==> src/afu_consts.svh <==
/*
 * Accelerator shell constants
 * Widths, local memory depth, CSR offsets and the AFU identifier
 */
`ifndef AFU_CONSTS_SVH
`define AFU_CONSTS_SVH

`define ASP_DATA_W              32
`define ASP_HOST_ADDR_W         16
`define ASP_LMEM_DEPTH          256
`define ASP_LMEM_ADDR_W         8
// Wide enough to hold a full-bank length of 256
`define ASP_LEN_W               9
`define ASP_MMIO_ADDR_W         4
`define ASP_AFU_ID              32'hA5F0_0C11
`define ASP_DMA_MAX_OUTSTANDING 4

// CSR register indexes
`define ASP_CSR_ID              4'h0
`define ASP_CSR_STATUS          4'h1
`define ASP_CSR_DMA_SRC         4'h2
`define ASP_CSR_DMA_DST         4'h3
`define ASP_CSR_DMA_LEN         4'h4
`define ASP_CSR_KERN_BASE       4'h5
`define ASP_CSR_KERN_LEN        4'h6
`define ASP_CSR_KERN_RESULT     4'h7
`define ASP_CSR_CONTROL         4'h8

`endif

==> src/asp_mem_pkg.sv <==
/*
 * Memory-side types: host read requests and responses,
 * local memory requests and read data
 */
`default_nettype none
`include "afu_consts.svh"

package asp_mem_pkg;

    // Word address into host memory
    typedef struct packed {
        logic [`ASP_HOST_ADDR_W-1:0] addr;
    } host_req_t;

    typedef struct packed {
        logic [`ASP_DATA_W-1:0] data;
    } host_rsp_t;

    // Write when wr is set, read otherwise
    typedef struct packed {
        logic                        wr;
        logic [`ASP_LMEM_ADDR_W-1:0] addr;
        logic [`ASP_DATA_W-1:0]      wdata;
    } lmem_req_t;

    typedef struct packed {
        logic [`ASP_DATA_W-1:0] rdata;
    } lmem_rsp_t;

endpackage : asp_mem_pkg

`default_nettype wire

==> src/asp_ctrl_pkg.sv <==
/*
 * Control-side types: MMIO operations and register indexes,
 * MMIO request and response, DMA and kernel commands
 */
`default_nettype none
`include "afu_consts.svh"

package asp_ctrl_pkg;

    typedef enum logic {
        MMIO_RD = 1'b0,
        MMIO_WR = 1'b1
    } mmio_op_e;

    typedef enum logic [`ASP_MMIO_ADDR_W-1:0] {
        CSR_ID          = `ASP_CSR_ID,
        CSR_STATUS      = `ASP_CSR_STATUS,
        CSR_DMA_SRC     = `ASP_CSR_DMA_SRC,
        CSR_DMA_DST     = `ASP_CSR_DMA_DST,
        CSR_DMA_LEN     = `ASP_CSR_DMA_LEN,
        CSR_KERN_BASE   = `ASP_CSR_KERN_BASE,
        CSR_KERN_LEN    = `ASP_CSR_KERN_LEN,
        CSR_KERN_RESULT = `ASP_CSR_KERN_RESULT,
        CSR_CONTROL     = `ASP_CSR_CONTROL
    } csr_idx_e;

    typedef struct packed {
        mmio_op_e               op;
        csr_idx_e               idx;
        logic [`ASP_DATA_W-1:0] wdata;
    } mmio_req_t;

    typedef struct packed {
        logic [`ASP_DATA_W-1:0] rdata;
    } mmio_rsp_t;

    // Host source, local destination, length in words
    typedef struct packed {
        logic [`ASP_HOST_ADDR_W-1:0] src;
        logic [`ASP_LMEM_ADDR_W-1:0] dst;
        logic [`ASP_LEN_W-1:0]       len;
    } dma_cmd_t;

    typedef struct packed {
        logic [`ASP_LMEM_ADDR_W-1:0] base;
        logic [`ASP_LEN_W-1:0]       len;
    } kern_cmd_t;

endpackage : asp_ctrl_pkg

`default_nettype wire

==> src/kernel_accum.sv <==
/*
 * Sum kernel: streams a local memory range and
 * accumulates a wrapping 32-bit sum
 */
`default_nettype none
`include "afu_consts.svh"

module kernel_accum
import asp_mem_pkg::*, asp_ctrl_pkg::*;
(
    input  logic                   clk,
    input  logic                   rst,

    input  kern_cmd_t              kern_cmd,
    input  logic                   kern_start,
    output logic                   kern_busy,
    output logic                   kern_done,
    output logic [`ASP_DATA_W-1:0] kern_result,

    output logic                   kern_lmem_valid,
    output lmem_req_t              kern_lmem_req,
    input  logic                   kern_lmem_ready,
    input  logic                   lmem_rsp_valid,
    input  lmem_rsp_t              lmem_rsp
);

typedef enum logic [1:0] {IDLE, READ, WAIT} kern_state_e;

kern_state_e                 state;
logic [`ASP_LMEM_ADDR_W-1:0] issue_addr;
logic [`ASP_LEN_W-1:0]       issue_left, ret_left;
logic                        rd_go;

assign kern_lmem_valid = (state == READ) && (issue_left != '0);
assign rd_go           = kern_lmem_valid && kern_lmem_ready;

always_comb begin
    kern_lmem_req.wr    = 1'b0;
    kern_lmem_req.addr  = issue_addr;
    kern_lmem_req.wdata = '0;
end

assign kern_busy = (state != IDLE);
assign kern_done = (state == WAIT) && (ret_left == '0);

always_ff @(posedge clk) begin
    if (rst) begin
        state       <= IDLE;
        issue_addr  <= '0;
        issue_left  <= '0;
        ret_left    <= '0;
        kern_result <= '0;
    end else begin
        case (state)
            IDLE: begin
                if (kern_start) begin
                    state       <= READ;
                    issue_addr  <= kern_cmd.base;
                    issue_left  <= kern_cmd.len;
                    ret_left    <= kern_cmd.len;
                    kern_result <= '0;
                end
            end
            READ: begin
                if (rd_go) begin
                    issue_addr <= issue_addr + 1'b1;
                    issue_left <= issue_left - 1'b1;
                end
                if (issue_left == '0) begin
                    state <= WAIT;
                end
            end
            WAIT: begin
                if (ret_left == '0) begin
                    state <= IDLE;
                end
            end
            default: state <= IDLE;
        endcase
        // Returns overlap with issue, counted on their own
        if (lmem_rsp_valid) begin
            kern_result <= kern_result + lmem_rsp.rdata;
            ret_left    <= ret_left - 1'b1;
        end
    end
end

endmodule : kernel_accum

`default_nettype wire

==> config.mk <==
export PLATFORM = sky130hd
export DESIGN_NAME = kernel_accum
export DESIGN_NICKNAME = d
export VERILOG_FILES = /design/src/asp_mem_pkg.sv /design/src/asp_ctrl_pkg.sv /design/src/kernel_accum.sv
export VERILOG_INCLUDE_DIRS = /design/src /design/src/src
export SDC_FILE = /design/constraint.sdc
export NUM_CORES = 1
export LEC_CHECK = 0
export ABC_CLOCK_PERIOD_IN_PS = 2800
export BUFFER_PORTS_ARGS = -buffer_cell sky130_fd_sc_hd__buf_2
export CAP_MARGIN = 20
export CORE_MARGIN = 2
export CORE_UTILIZATION = 48
export DETAILED_ROUTE_END_ITERATION = 8
export GPL_TIMING_DRIVEN = 0
export PLACE_DENSITY = 0.78
export SLEW_MARGIN = 15
export SYNTH_ARGS = -nofsm -noshare
export SYNTH_HDL_FRONTEND = slang
export SYNTH_SLANG_ARGS = --single-unit
==> constraint.sdc <==
create_clock -name clk -period 2.8 [get_ports clk]
set_clock_uncertainty 0.2 [all_clocks]
set_input_delay 0.28 -clock clk [delete_from_list [all_inputs] [get_ports clk]]
set_output_delay 0.28 -clock clk [all_outputs]
set_load 0.02 [all_outputs]
==> Word level (Yosys, flattened, before mapping) <==
Cells that the tools add are included.
{ "word_totals": {"reg_bits": 60, "input_bits": 54, "wordCells": 44} }
{ "classes": {"addsub": 4, "n_eq_ne": 6, "n_mux": 15, "reduce_logical": 14} }
{ "ops": {"columns": ["cell", "n"], "rows": [
  ["two-way mux 32 bit", 3],
  ["two-way mux 9 bit", 4],
  ["adder 32 bit", 1],
  ["zero test 9 bit", 2],
  ["one-hot mux 9 bit (2 select lines)", 1],
  ["subtractor 9 x 1 -> 9 bit (second input constant)", 2],
  ["two-way mux 8 bit", 2],
  ["one-hot mux 8 bit (2 select lines)", 1],
  ["nonzero test 9 bit", 1],
  ["adder 8 x 1 -> 8 bit (second input constant)", 1],
  ["nonzero test 2 bit", 4],
  ["two-way mux 2 bit", 3],
  ["one-hot mux 2 bit (3 select lines)", 1],
  ["AND reduction 3 bit", 2],
  ["inequality test 2 x 1 -> 1 bit (second input constant)", 2],
  ["inequality test 2 bit (second input constant)", 2],
  ["logical AND 1 bit", 3],
  ["equality test 2 x 1 -> 1 bit (second input constant)", 1],
  ["equality test 2 bit (second input constant)", 1],
  ["zero test 2 bit", 1],
  ["AND reduction 2 bit", 1]
]} }

==> Longest topological paths before layout <==
Gate-level depths: netlist of run 1.
{ "logic_depth": {"depth_word": 5, "depth_mapped": 12, "mapped_depth_nobuf": 12} }

==> Worst setup path after synthesis of run 1 <==
Ideal clock, no wire load.
{ "synth_path": {"path_kind": "flip-flop to flip-flop", "from": "register kern_result[0]", "to": "register kern_result[30]", "arrival_ns": 2.525, "required_time_ns": 2.480, "setup_slack_ns": -0.045, "path_stages_with_launch": 13, "path_buffers": 0, "period_less_slack_ns": 2.845, "cell_sequence": "dfxtp_1 ha_1 inv_1 fa_1 nand2b_1 a21oi_1 nor3_2 o31ai_4 a2bb2oi_4 a31oi_1 o21ai_1 mux2i_1 nand2_1"} }
{ "synth_via": {"elab_chain_len": 2} }
{ "synth_rtl": {"columns": ["item", "line_no", "rtl"], "rows": [
  ["from (decl)", "kernel_accum.sv:18", "output logic [`ASP_DATA_W-1:0] kern_result,"],
  ["from (signal assigned)", "kernel_accum.sv:82", "kern_result <= kern_result + lmem_rsp.rdata;"],
  ["adder 32 bit", "kernel_accum.sv:82", null],
  ["two-way mux 32 bit", "kernel_accum.sv:81", "if (lmem_rsp_valid) begin"]
]} }
No other way between the ends.
A chain may end at the register's enable or synchronous reset.

==> Final worst setup path of run 1 <==
{ "layout_path": {"from": "register kern_result[6]", "to": "register kern_result[28]"} }
The elaborated chain is that of the path after synthesis.

==> summary.txt, run 1 <==
Run status
  • Status: finished, final reports clean

Timing
  • Final Critical Period: 2.748 ns
  • Max-slew violation count: 0
  • Setup TNS: 0 ns
  • RSZ-0062 raised after global routing: true
  • Worst-margin pin slew: 0.6710 ns
  • F_max: 363.9 MHz
  • Slew margin rel.: 55.27%
  • Endpoints failing setup: 0
  • Final worst path period share: 98.16%
  • Final Hold Slack: 0.02729 ns
  • Final hold vios: 0

Route
  • Average wire per standard cell: 14.84 um
  • DRT iter0 DRCs: 263
  • Detailed Route WL: 12720 um
  • Via Count: 4810
  • DR vias/cell: 5.613
  • Post-route ant nets: 0
  • Number of iterations in the first detailed-routing pass: 6
  • DRC viols: 0

Final layout
  • Layout Nets: 831
  • ANT cells: 0
  • P&R area growth vs syn: 28.73%
  • Layout fillers: 794
  • Share of cells above drive strength 1: 28.69%
  • Post-route insts no fill: 857

Power and ir drop
  • Sw Share: 38.68%
  • Part of the power in the clock network: 27.5%
  • Tot Pwr: 3.637 mW
  • Register share of total power: 30.5%
  • PwrDens: 622.6 nW/um2
  • Comb pwr share: 42.0%
  • P_int: 2.230 mW
  • Pleak: 2.647 nW
  • Worst vdd ir: 0.0003104 V
  • Switch Pwr: 1.407 mW

Floorplanning
  • Io pins: 130
  • Die area: 10250 um2
  • Initial core utilization: 49.35%
  • DIE HEIGHT: 101.2 um
  • Horiz. Die Dim: 101.2 um
  • Core area: 9196 um2
  • Num rows: 35

Critical path
  • Worst path slowest cell: or3_1
  • CP bufs+invs: 1
  • Crit-path cells: ha_1 -> or3_1 -> nor3_4 -> o31ai_4 -> a2bb2oi_4 -> buf_6 -> a211o_1 -> a31oi_2 -> xor2_1 -> o21ai_1
  • Setup crit start kind: register
  • Critical Path Sink Type: register
  • Critical Path RT: 2.85 ns
  • CP Class: register to register
  • FF-to-FF setup slack: 0.05 ns
  • CP peak stage delay: 0.43 ns
  • CP arrival: 2.80 ns
  • Crit Path Max Fanout: 6
  • CP top delay family: compound AO/OA/AOI/OAI gates

Synth
  • Area leader, netlist: dfxtp_1
  • Post-synthesis compound-gate area fraction: 28.32%
  • Largest family of logic cells by synthesized area: compound AO/OA/AOI/OAI gates
  • Synth Area in Adders: 10.09%
  • Mux cell area share after synthesis: 0.4411%
  • Synth top area share: 26.47%
  • Synthesized area: 4538 um2
  • Async SR Flop Fraction: 0%
  • Post-synth EDFFs: 0
  • Top cells by area, synth: dfxtp_1 (26%), ha_1 (9.6%), a21oi_1 (6.3%)
  • Xor and xnor area share after synthesis: 4.439%
  • Cells after Synth: 590
  • Count of state elements after synthesis: 60
  • Sequential share of the synthesized area: 26.47%
  • Syn Area/Cell: 7.692 um2
  • Most common cell in the netlist: nor2_1
  • Synth Flop Type: dfxtp_1
  • Synth top cells by count: nor2_1 (72), dfxtp_1 (60), a21oi_1 (57), nand2_1 (52), o21ai_0 (41)
  • Post-synth cell types: 72
  • Yosys warning count: 0
  • Simple-gate area share of the yosys netlist: 20.57%

Place
  • Routability cong.: 0.8755
  • Inst Count DP: 828
  • PortBufs: 95
  • Post-DP HPWL: 9033 um

Global route
  • Total Routing Usage GR: 23.09%
  • Pin count of the biggest net entering global routing: 12
  • GRT overflow: 0
  • Initial antenna violation count: 0
  • Number of global-route vias before repair: 4284
  • First-pass GRT wire length: 19380 um

CTS
  • Worst-path clk slew: 0.09 ns
  • CTS buffer count: 9
  • Clock tree root driver cell: clkbuf_8
  • H-tree levels: 3
  • Num Clock Sinks: 60
  • TritonCTS clock tree: yes
  • Clock Latency Late Sink: 0.36 ns
  • Worst-case clock buffer depth: 2

Job
  • MaxCap Viol Count: 0

Min path
  • Class of the worst hold path: input pin to register
## cells by family after synthesis
kind of cell	count (synthesis)
AO/OA/AOI/OAI	190
XOR/XNOR	23
adder cells (fa/ha/maj)	36
buffers and inverters	79
flip-flops	60
multiplexers	2
other	1
AND/OR/NAND/NOR	199
## layout by cell type, fill, tap and decap left out, types with 6 or more instances in the layout
cell      Yosys  final
ha_1         35     24
a22oi_1      12     12
nand3_1      16     16
buf_2         3     96
nor3_1       15     14
nor2_1       72     71
a21oi_1      57     55
o21ai_0      41     39
a31oi_1       7      6
and3_1        8      8
nand2_1      52     52
inv_1        21     20
clkbuf_8      0     10
clkbuf_1     19     19
buf_4        34     45
ha_4          0      8
o21ai_1       7      8
xnor2_1      15     15
xor2_1        8      8
a211oi_1     14     14
dfxtp_1      60     54
conb_1        1     33
## final timing paths
check,to,start,depth (start not counted)
worst max register to register,kern_result[28]$_SDFFE_PP0P_,kern_result[6]$_SDFFE_PP0P_,10
worst min-delay path,ret_left[7]$_SDFFE_PP0P_,kern_cmd[7],3
worst min register to register,kern_result[28]$_SDFFE_PP0P_,kern_result[28]$_SDFFE_PP0P_,2
worst max-delay path,kern_result[28]$_SDFFE_PP0P_,kern_result[6]$_SDFFE_PP0P_,10
## power by group through the flow
stage / registers [mW] / clock network [mW] / logic (mW)
2_1_floorplan: 1.19 / 0 / 0.968
3_3_place_gp: 1.10 / 0 / 1.36
4_1_cts: 1.09 / 1.01 / 1.41
3_5_place_dp: 1.11 / 0 / 1.39
5_1_grt: 1.12 / 1.05 / 1.68
6_report: 1.11 / 1.00 / 1.53
## stage by stage
step                      util, %  instance area, um2  worst slack [ns]
after floorplan                 -                4659           0.01416
after CTS                   60.53                5567          -0.03824
final                       63.52                5842           0.05164
after detailed placement    57.35                5274           -0.2137
after global placement      57.35                5274           -0.1737
after global routing        63.52                5842          -0.08100
## final cells by class
class | instances | area (um2) | share of cell area [%]
repair buffers | 108 | 584.3 | 10.00
plain buffers | 58 | 362.8 | 6.211
flip-flops and latches | 60 | 1211 | 20.73
multi-input cells | 483 | 3217 | 55.07
clock inverters | 6 | 111.4 | 1.906
inverters | 21 | 78.83 | 1.349
well taps | 111 | 138.9 | 2.377
clock buffers | 10 | 137.6 | 2.356
## per-layer routing
metal,global-route usage [%],wire length (um),vias to the layer above
met1,29.06,5387,2204
met5,0,0,-
met3,4.900,843,26
met4,5.405,215,0
li1,-,-,2369
met2,40.40,6267,211
## timing repair
item / 4_1_cts / 5_1_grt
hold buffers: 2 / 0
buffers inserted: 2 / 9
endpoints found under the hold margin: 2 / 0
pin swaps: 2 / 22
gates resized for setup: 2 / 46
endpoints found under the setup margin: 7 / 12
## worst min-delay path, stage by stage
cell     delay (ns)
buf_2          0.10
a21oi_1        0.06
nor2_1         0.09
## flip-flops by register name, indices dropped and copies added (netlist names)
name and flops:
ret_left 9, kern_result 32, issue_left 9, state 2, issue_addr 8
Power figures use the tool's default switching activity.
==> run 2: changes to the inputs <==
Settings changed: ABC_AREA set to 1, CORE_UTILIZATION 48 to 50.
==> run 2 against run 1 <==
  * Maximum frequency rose by 9.6%
  * Sequential share of layout area fell by 2.0 points
  * Critical path type is now register to primary output
  * Routed wire length increased by 13%
  * Final area is 9.8% higher
  * Die area increased by 14%
  * Synthesized area is 19% higher
  * Highest routed layer unchanged
  * Sequential power fell by 5%
  * Synthesized cell count rose by 54%
  * Final cell count up 39%
  * Hold slack better by 0.0022 ns
==> summary.txt, run 2 <==
Critical path
  • Setup crit start kind: register
  • Crit Path Max Fanout: 3 (-3)
  • Top cell by count, worst path: nand2_1
  • CP Class: register to primary output
  • Crit-path cells: inv_1 -> ha_1 -> inv_1 -> nor2_1 -> nand2_1 -> nor2_1 -> nand2_1 -> nor3_2 -> nand2_1 -> nor3_1 -> buf_2
  • Critical Path RT: 2.32 ns (-0.53 ns)
  • CP top delay family: simple AND/OR/NAND/NOR gates
  • CP bufs+invs: 3 (+2)
  • Critical Path Sink Type: primary output
  • CP arrival: 2.03 ns (-0.77 ns)
  • CP peak stage delay: 0.33 ns (-0.10 ns)
  • Worst path slowest cell: dfxtp_1

Floorplanning
  • Num rows: 37 (+5.7%)
  • Initial core utilization: 51.93% (+2.6 points)
  • Core area: 10420 um2 (+13%)
  • Io pins: 130 (unchanged)
  • Die area: 11670 um2 (+14%)
  • Horiz. Die Dim: 108.0 um (+6.7%)
  • DIE HEIGHT: 108.0 um (+6.7%)

Place
  • Post-DP HPWL: 11330 um (+25%)
  • Routability cong.: 1.007 (+15%)
  • PortBufs: 95 (unchanged)

CTS
  • Clock Latency Late Sink: 0.36 ns (about the same)
  • H-tree levels: 3 (unchanged)
  • TritonCTS clock tree: yes
  • CTS buffer count: 9 (unchanged)
  • CTS resizes: 0 (-2)
  • Worst-path clk slew: 0.09 ns (about the same)
  • Num Clock Sinks: 60 (unchanged)
  • Worst-case clock buffer depth: 2 (unchanged)
  • Postcts setup bufs: 0 (-2)
  • Clock tree root driver cell: clkbuf_8

Timing
  • F_max: 398.9 MHz (+9.6%)
  • Worst-margin pin slew: 0.7022 ns (+0.03124 ns)
  • RSZ-0062 raised after global routing: false
  • Max-slew violation count: 0 (unchanged)
  • Final hold vios: 0 (unchanged)
  • Slew margin rel.: 53.19% (-2.1 points)
  • Endpoints failing setup: 0 (unchanged)
  • Final worst path period share: 89.54% (-8.6 points)
  • Setup TNS: 0 ns (unchanged)
  • Final Critical Period: 2.507 ns (-0.2413 ns)

Route
  • Detailed Route WL: 14350 um (+13%)
  • Post-route ant nets: 0 (unchanged)
  • Number of iterations in the first detailed-routing pass: 6 (unchanged)
  • Average wire per standard cell: 12.03 um (-19%)
  • DRT iter0 DRCs: 238 (-9.5%)
  • DR vias/cell: 4.850 (-14%)
  • Via Count: 5781 (+20%)
  • DRC viols: 0 (unchanged)

Final layout
  • ANT cells: 0 (unchanged)
  • Regs by FF count: kern_result (32), issue_left (9), ret_left (9)
  • Most frequent cells in the layout: nand2_1 (299), inv_1 (143), buf_2 (100)
  • Layout Nets: 1141 (+37%)
  • P&R area growth vs syn: 18.58%
  • Top reg by flops: kern_result
  • Most common cell after layout, fill and taps aside: nand2_1
  • Share of cells above drive strength 1: 17.42% (-11 points)
  • Number of flip-flops in the largest register: 32 (unchanged)

Global route
  • Total Routing Usage GR: 25.39% (+2.3 points)
  • Initial antenna violation count: 0 (unchanged)
  • First-pass GRT wire length: 23650 um (+22%)
  • Number of global-route vias before repair: 5200 (+21%)
  • GRT overflow: 0 (unchanged)
  • Pin count of the biggest net entering global routing: 13 (+1)

Synth
  • Synthesized area: 5409 um2 (+19%)
  • Top cells by area, synth: dfxtp_1 (22%), nand2_1 (21%), inv_1 (9.9%)
  • Syn Area/Cell: 5.950 um2 (-23%)
  • Simple-gate area share of the yosys netlist: 34.88% (+14 points)
  • Yosys warning count: 0 (unchanged)
  • Cells after Synth: 909 (+54%)
  • Async SR Flop Fraction: 0% (unchanged)
  • Xor and xnor area share after synthesis: 1.781% (-2.7 points)
  • Sequential share of the synthesized area: 22.21% (-4.3 points)
  • Mux cell area share after synthesis: 0% (-0.44 points)
  • Post-synthesis compound-gate area fraction: 15.59% (-13 points)
  • Synth Flop Type: dfxtp_1
  • Area leader, netlist: dfxtp_1
  • Synth Area in Adders: 8.466% (-1.6 points)
  • Post-synth EDFFs: 0 (unchanged)
  • Synth top cells by count: nand2_1 (299), inv_1 (143), a21oi_1 (87), dfxtp_1 (60), nor2_1 (55)
  • Post-synth cell types: 42 (-42%)
  • Largest family of logic cells by synthesized area: simple AND/OR/NAND/NOR gates
  • Synth top area share: 22.21% (-4.3 points)
  • Most common cell in the netlist: nand2_1
  • Count of state elements after synthesis: 60 (unchanged)

Power and ir drop
  • Tot Pwr: 3.237 mW (-11%)
  • Worst vdd ir: 0.0003457 V (+11%)
  • Pleak: 3.617 nW (+37%)
  • PwrDens: 504.7 nW/um2 (-19%)

Run status
  • Status: finished, final reports clean

Job
  • MaxCap Viol Count: 0 (unchanged)

Min path
  • Class of the worst hold path: input pin to register
==> run 2: layout make-up <==
type                    count  area (um2)
repair buffers             99       515.5
inverters                 146       555.5
plain buffers              53       364.1
multi-input cells         682        3408
fillers                  1064        4003
flip-flops and latches     60        1201
clock inverters             7       75.07
clock buffers               9       123.9
well taps                 136       170.2
==> run 2: through the flow <==
step / instance area [um2] / cells / hold slack, ns / utilization [%] / worst slack, ns
3_5_place_dp: 6175 / 1172 / 0.2554 / 59.28 / 0.4225
5_1_grt: 6414 / 1192 / 0.05356 / 61.57 / 0.05705
2_1_floorplan: 5529 / 941 / 0.2128 / - / 0.6250
3_3_place_gp: 6175 / 1172 / 0.2527 / 59.28 / 0.4452
6_report: 6414 / 1192 / 0.02946 / 61.57 / 0.2930
4_1_cts: 6414 / 1192 / 0.02198 / 61.57 / 0.2890
==> run 2: kinds of logic after synthesis <==
logic type | after synthesis
xor+xnor | 11
buf+inv | 199
other cells | 1
simple gates | 446
fa+ha+maj | 36
flops | 60
compound gates | 156
==> run 2: repair_timing <==
| item | CTS | global route |
|---|---|---|
| hold buffers | 4 | 0 |
| hold endpoints to repair | 4 | 0 |
| setup endpoints to repair | 0 | 0 |
==> run 2: per-layer routing <==
layer / vias up / wire length [um] / share of wire (%) / track usage (%)
li1: 3092 / - / - / -
met1: 2481 / 6457 / 45 / 32.30
met2: 182 / 6753 / 47 / 44.25
met3: 26 / 870 / 6.1 / 4.762
met4: 0 / 263 / 1.8 / 6.410
met5: - / 0 / 0 / 0
==> run 2: final timing paths <==
| kind | cells past startpoint | start | endpoint | slack [ns] |
|---|---|---|---|---|
| max | 11 | ret_left[0]$_SDFFE_PP0P_ | kern_done | 0.29 |
| min | 3 | kern_cmd[8] | issue_left[8]$_SDFFE_PP0P_ | 0.03 |
| min reg2reg | 2 | ret_left[8]$_SDFFE_PP0P_ | ret_left[8]$_SDFFE_PP0P_ | 0.27 |
| max reg2reg | 13 | kern_result[0]$_SDFFE_PP0P_ | kern_result[28]$_SDFFE_PP0P_ | 0.42 |
==> run 2: worst reg2reg max path: stages, from the launching register on <==
cell	delay, ns
dfxtp_1	0.35
ha_1	0.21
inv_1	0.07
fa_1	0.35
inv_1	0.16
nand3_1	0.09
nand3_1	0.16
nand3_1	0.10
nand3_1	0.19
nand2_1	0.11
nand2_1	0.08
nand2_1	0.05
nand3_1	0.06
a21oi_1	0.06
==> run 2: where the power goes <==
group	total [mW]	switching (mW)	internal (mW)	leakage, nW
combinational	1.35	0.860	0.490	3.02
clock	0.837	0.421	0.416	0.104
sequential	1.05	0.0932	0.958	0.496
==> run 3: changes to the inputs <==
Settings changed: CELL_PAD_IN_SITES_DETAIL_PLACEMENT set to 1, CELL_PAD_IN_SITES_GLOBAL_PLACEMENT set to 1, CORE_UTILIZATION 50 to 34, PLACE_DENSITY 0.78 to unset, PLACE_DENSITY_LB_ADDON set to 0.1.
==> run 3 against run 2 <==
  * Via count grew 2.6%
  * Sequential share of layout area shrank 0.63 points
  * Worst setup slack improved by 0.0056 ns
  * Non-clock buffer count fell by 2
  * Hold slack got worse by 0.0056 ns
  * Critical path type unchanged
  * Largest cell class unchanged
  * Highest routed layer unchanged
==> summary.txt, run 3 (synthesized netlist as in run 2, its figures left out) <==
Global route
  • Number of global-route vias before repair: 5814 (+12%)
  • GRT overflow: 0 (unchanged)
  • GRT busiest layer: met2
  • Pin count of the biggest net entering global routing: 11 (-2)
  • Grt met2 use: 38.40% (-5.8 points)
  • First-pass GRT wire length: 28700 um (+21%)
  • GRT met3 Usage: 2.706% (-2.1 points)
  • Total Routing Usage GR: 21.80% (-3.6 points)
  • GR Util met1: 27.91% (-4.4 points)
  • Initial antenna violation count: 0 (unchanged)

CTS
  • Clock tree root driver cell: clkbuf_16
  • Num Clock Sinks: 60 (unchanged)
  • Worst-case clock buffer depth: 2 (unchanged)
  • H-tree levels: 3 (unchanged)
  • CTS buffer count: 9 (unchanged)
  • TritonCTS clock tree: yes
  • Worst-path clk slew: 0.06 ns (-0.03 ns)
  • Clock Latency Late Sink: 0.35 ns (about the same)

Final layout
  • Post-Layout Inst Area: 6636 um2 (+3.5%)
  • Most common cell after layout, fill and taps aside: nand2_1
  • Most frequent cells in the layout: nand2_1 (299), inv_1 (143), buf_2 (100)
  • Layout Nets: 1139 (-0.18%)
  • P&R area growth vs syn: 22.69%
  • ANT cells: 0 (unchanged)
  • Top reg by flops: kern_result
  • Share of cells above drive strength 1: 17.47% (+0.050 points)
  • Number of flip-flops in the largest register: 32 (unchanged)
  • Regs by FF count: kern_result (32), issue_left (9), ret_left (9)

Min path
  • Worst hold path depth: 3 (unchanged)
  • Hold Crit Start: kern_cmd[15]
  • Min-Delay Endpoint: issue_addr[6]$_SDFFE_PP0P_
  • Class of the worst hold path: input pin to register

Critical path
  • FF-to-FF setup slack: 0.31 ns (-0.11 ns)
  • Critical Path Sink Type: primary output
  • CP bufs+invs: 3 (unchanged)
  • Top cell by count, worst path: nand2_1
  • Capturing point of the worst reg2reg path: kern_result[28]$_SDFFE_PP0P_
  • Worst path slowest cell: dfxtp_1
  • CP peak stage delay: 0.32 ns (about the same)
  • Crit Path Max Fanout: 3 (unchanged)
  • Crit-path cells: inv_1 -> ha_1 -> inv_1 -> nor2_2 -> nand2_1 -> nor2_1 -> nand2_1 -> nor3_2 -> nand2_1 -> nor3_1 -> buf_2
  • CP Class: register to primary output
  • Setup crit start: ret_left[0]$_SDFFE_PP0P_
  • Setup crit start kind: register
  • CP top delay family: simple AND/OR/NAND/NOR gates
  • Critical Path RT: 2.32 ns (about the same)
  • CP arrival: 2.02 ns (about the same)
  • Reg-to-reg startpoint: kern_result[0]$_SDFFE_PP0P_
  • R2R cell count: 13 (unchanged)

Power and ir drop
  • PwrDens: 571.7 nW/um2 (+13%)
  • Worst vdd ir: 0.0002985 V (-14%)
  • Pleak: 3.673 nW (+1.6%)

Place
  • PortBufs: 95 (unchanged)
  • Post-DP HPWL: 14280 um (+26%)
  • Dpl cell area: 6275 um2 (+1.6%)
  • Routability cong.: 0.8432 (-16%)

Floorplanning
  • Core area: 15710 um2 (+51%)
  • DIE HEIGHT: 130.1 um (+20%)
  • Io pins: 130 (unchanged)
  • Die area: 16930 um2 (+45%)
  • Initial core utilization: 34.42% (-18 points)
  • Num rows: 46 (+24%)
  • Horiz. Die Dim: 130.1 um (+20%)

Timing
  • Final Critical Period: 2.501 ns (-0.005624 ns)
  • Max-slew violation count: 0 (unchanged)
  • RSZ-0062 raised after global routing: false
  • Worst-margin pin slew: 0.7685 ns (+0.06626 ns)
  • F_max: 399.8 MHz (+0.22%)
  • Setup TNS: 0 ns (unchanged)
  • Final worst path period share: 89.34% (-0.20 points)
  • Slew margin rel.: 48.77% (-4.4 points)
  • Endpoints failing setup: 0 (unchanged)
  • Final hold vios: 0 (unchanged)

Route
  • DRT iter0 DRCs: 201 (-16%)
  • DRC viols: 0 (unchanged)
  • Average wire per standard cell: 14.19 um (+18%)
  • DR vias/cell: 4.675 (-3.6%)
  • Via Count: 5932 (+2.6%)
  • Detailed Route WL: 18010 um (+26%)
  • Number of iterations in the first detailed-routing pass: 4 (-2)
  • Post-route ant nets: 0 (unchanged)

Job
  • MaxCap Viol Count: 0 (unchanged)

Run status
  • Status: finished, final reports clean
-- run 3: cell types whose count changed in the layout (fill, tap and decap cells not counted) --
cell	previous run	this run
clkbuf_16	0	9
clkbuf_8	9	1
bufinv_16	1	3
nor2_1	55	54
nor2_2	5	6
inv_6	1	0
clkinv_4	3	0
dlygate4sd3_1	4	2
-- run 3: final cells by class --
| class | instances | area [um2] |
|---|---|---|
| plain buffers | 53 | 364.1 |
| clock buffers | 10 | 239.0 |
| clock inverters | 5 | 100.1 |
| fillers | 2185 | 9076 |
| inverters | 146 | 555.5 |
| multi-input cells | 682 | 3411 |
| flip-flops and latches | 60 | 1201 |
| well taps | 216 | 270.3 |
| repair buffers | 97 | 495.5 |
-- run 3: where the power goes --
group          leakage (nW)  internal (mW)  switching [mW]
clock network         0.168          0.886           0.453
registers             0.496          0.959          0.0956
logic                  3.01          0.491           0.910
-- run 3: worst min-delay path: cells and delay by family --
family	cells	cell delay [ns]
AO/OA/AOI/OAI	2	0.16
buffers and inverters	1	0.08
-- run 3: worst max-delay path by stage --
| stage | to | slack (ns) | depth (start not counted) |
|---|---|---|---|
| global placement | kern_result[28]$_SDFFE_PP0P_ | 0.35 | 14 |
| floorplan | kern_result[16]$_SDFFE_PP0P_ | 0.63 | 13 |
| global route | kern_done | 0.02 | 11 |
| detailed placement | kern_result[28]$_SDFFE_PP0P_ | 0.31 | 14 |
| finish | kern_done | 0.30 | 11 |
| CTS | kern_done | 0.21 | 11 |
-- run 3: metal layers --
layer  up-vias  part of all wire (%)  wire length, um
met1      2743                    48             8577
met4         0                   1.4              244
met5         -                     0                0
li1       3084                     -                -
met3        19                   3.0              539
met2        86                    48             8648
-- run 3: timing repair --
| item | in CTS | in global routing |
|---|---|---|
| endpoints found under the setup margin | 0 | 1 |
| hold buffers | 2 | 0 |
| gates resized for setup | 0 | 1 |
| setup buffers | 0 | 0 |
| hold endpoints to repair | 2 | 0 |
-- run 3: stage by stage --
step | utilization [%] | instances | power, mW | setup slack, ns | hold WS, ns
finish | 42.24 | 1269 | 3.794 | 0.2986 | 0.02389
global route | 42.24 | 1269 | 4.053 | 0.02352 | 0.02891
CTS | 42.22 | 1269 | 3.831 | 0.2068 | 0.01934
detailed placement | 39.93 | 1252 | 2.470 | 0.3108 | 0.2682
global placement | 39.93 | 1252 | 2.448 | 0.3490 | 0.2581
floorplan | - | 941 | 2.067 | 0.6250 | 0.2128
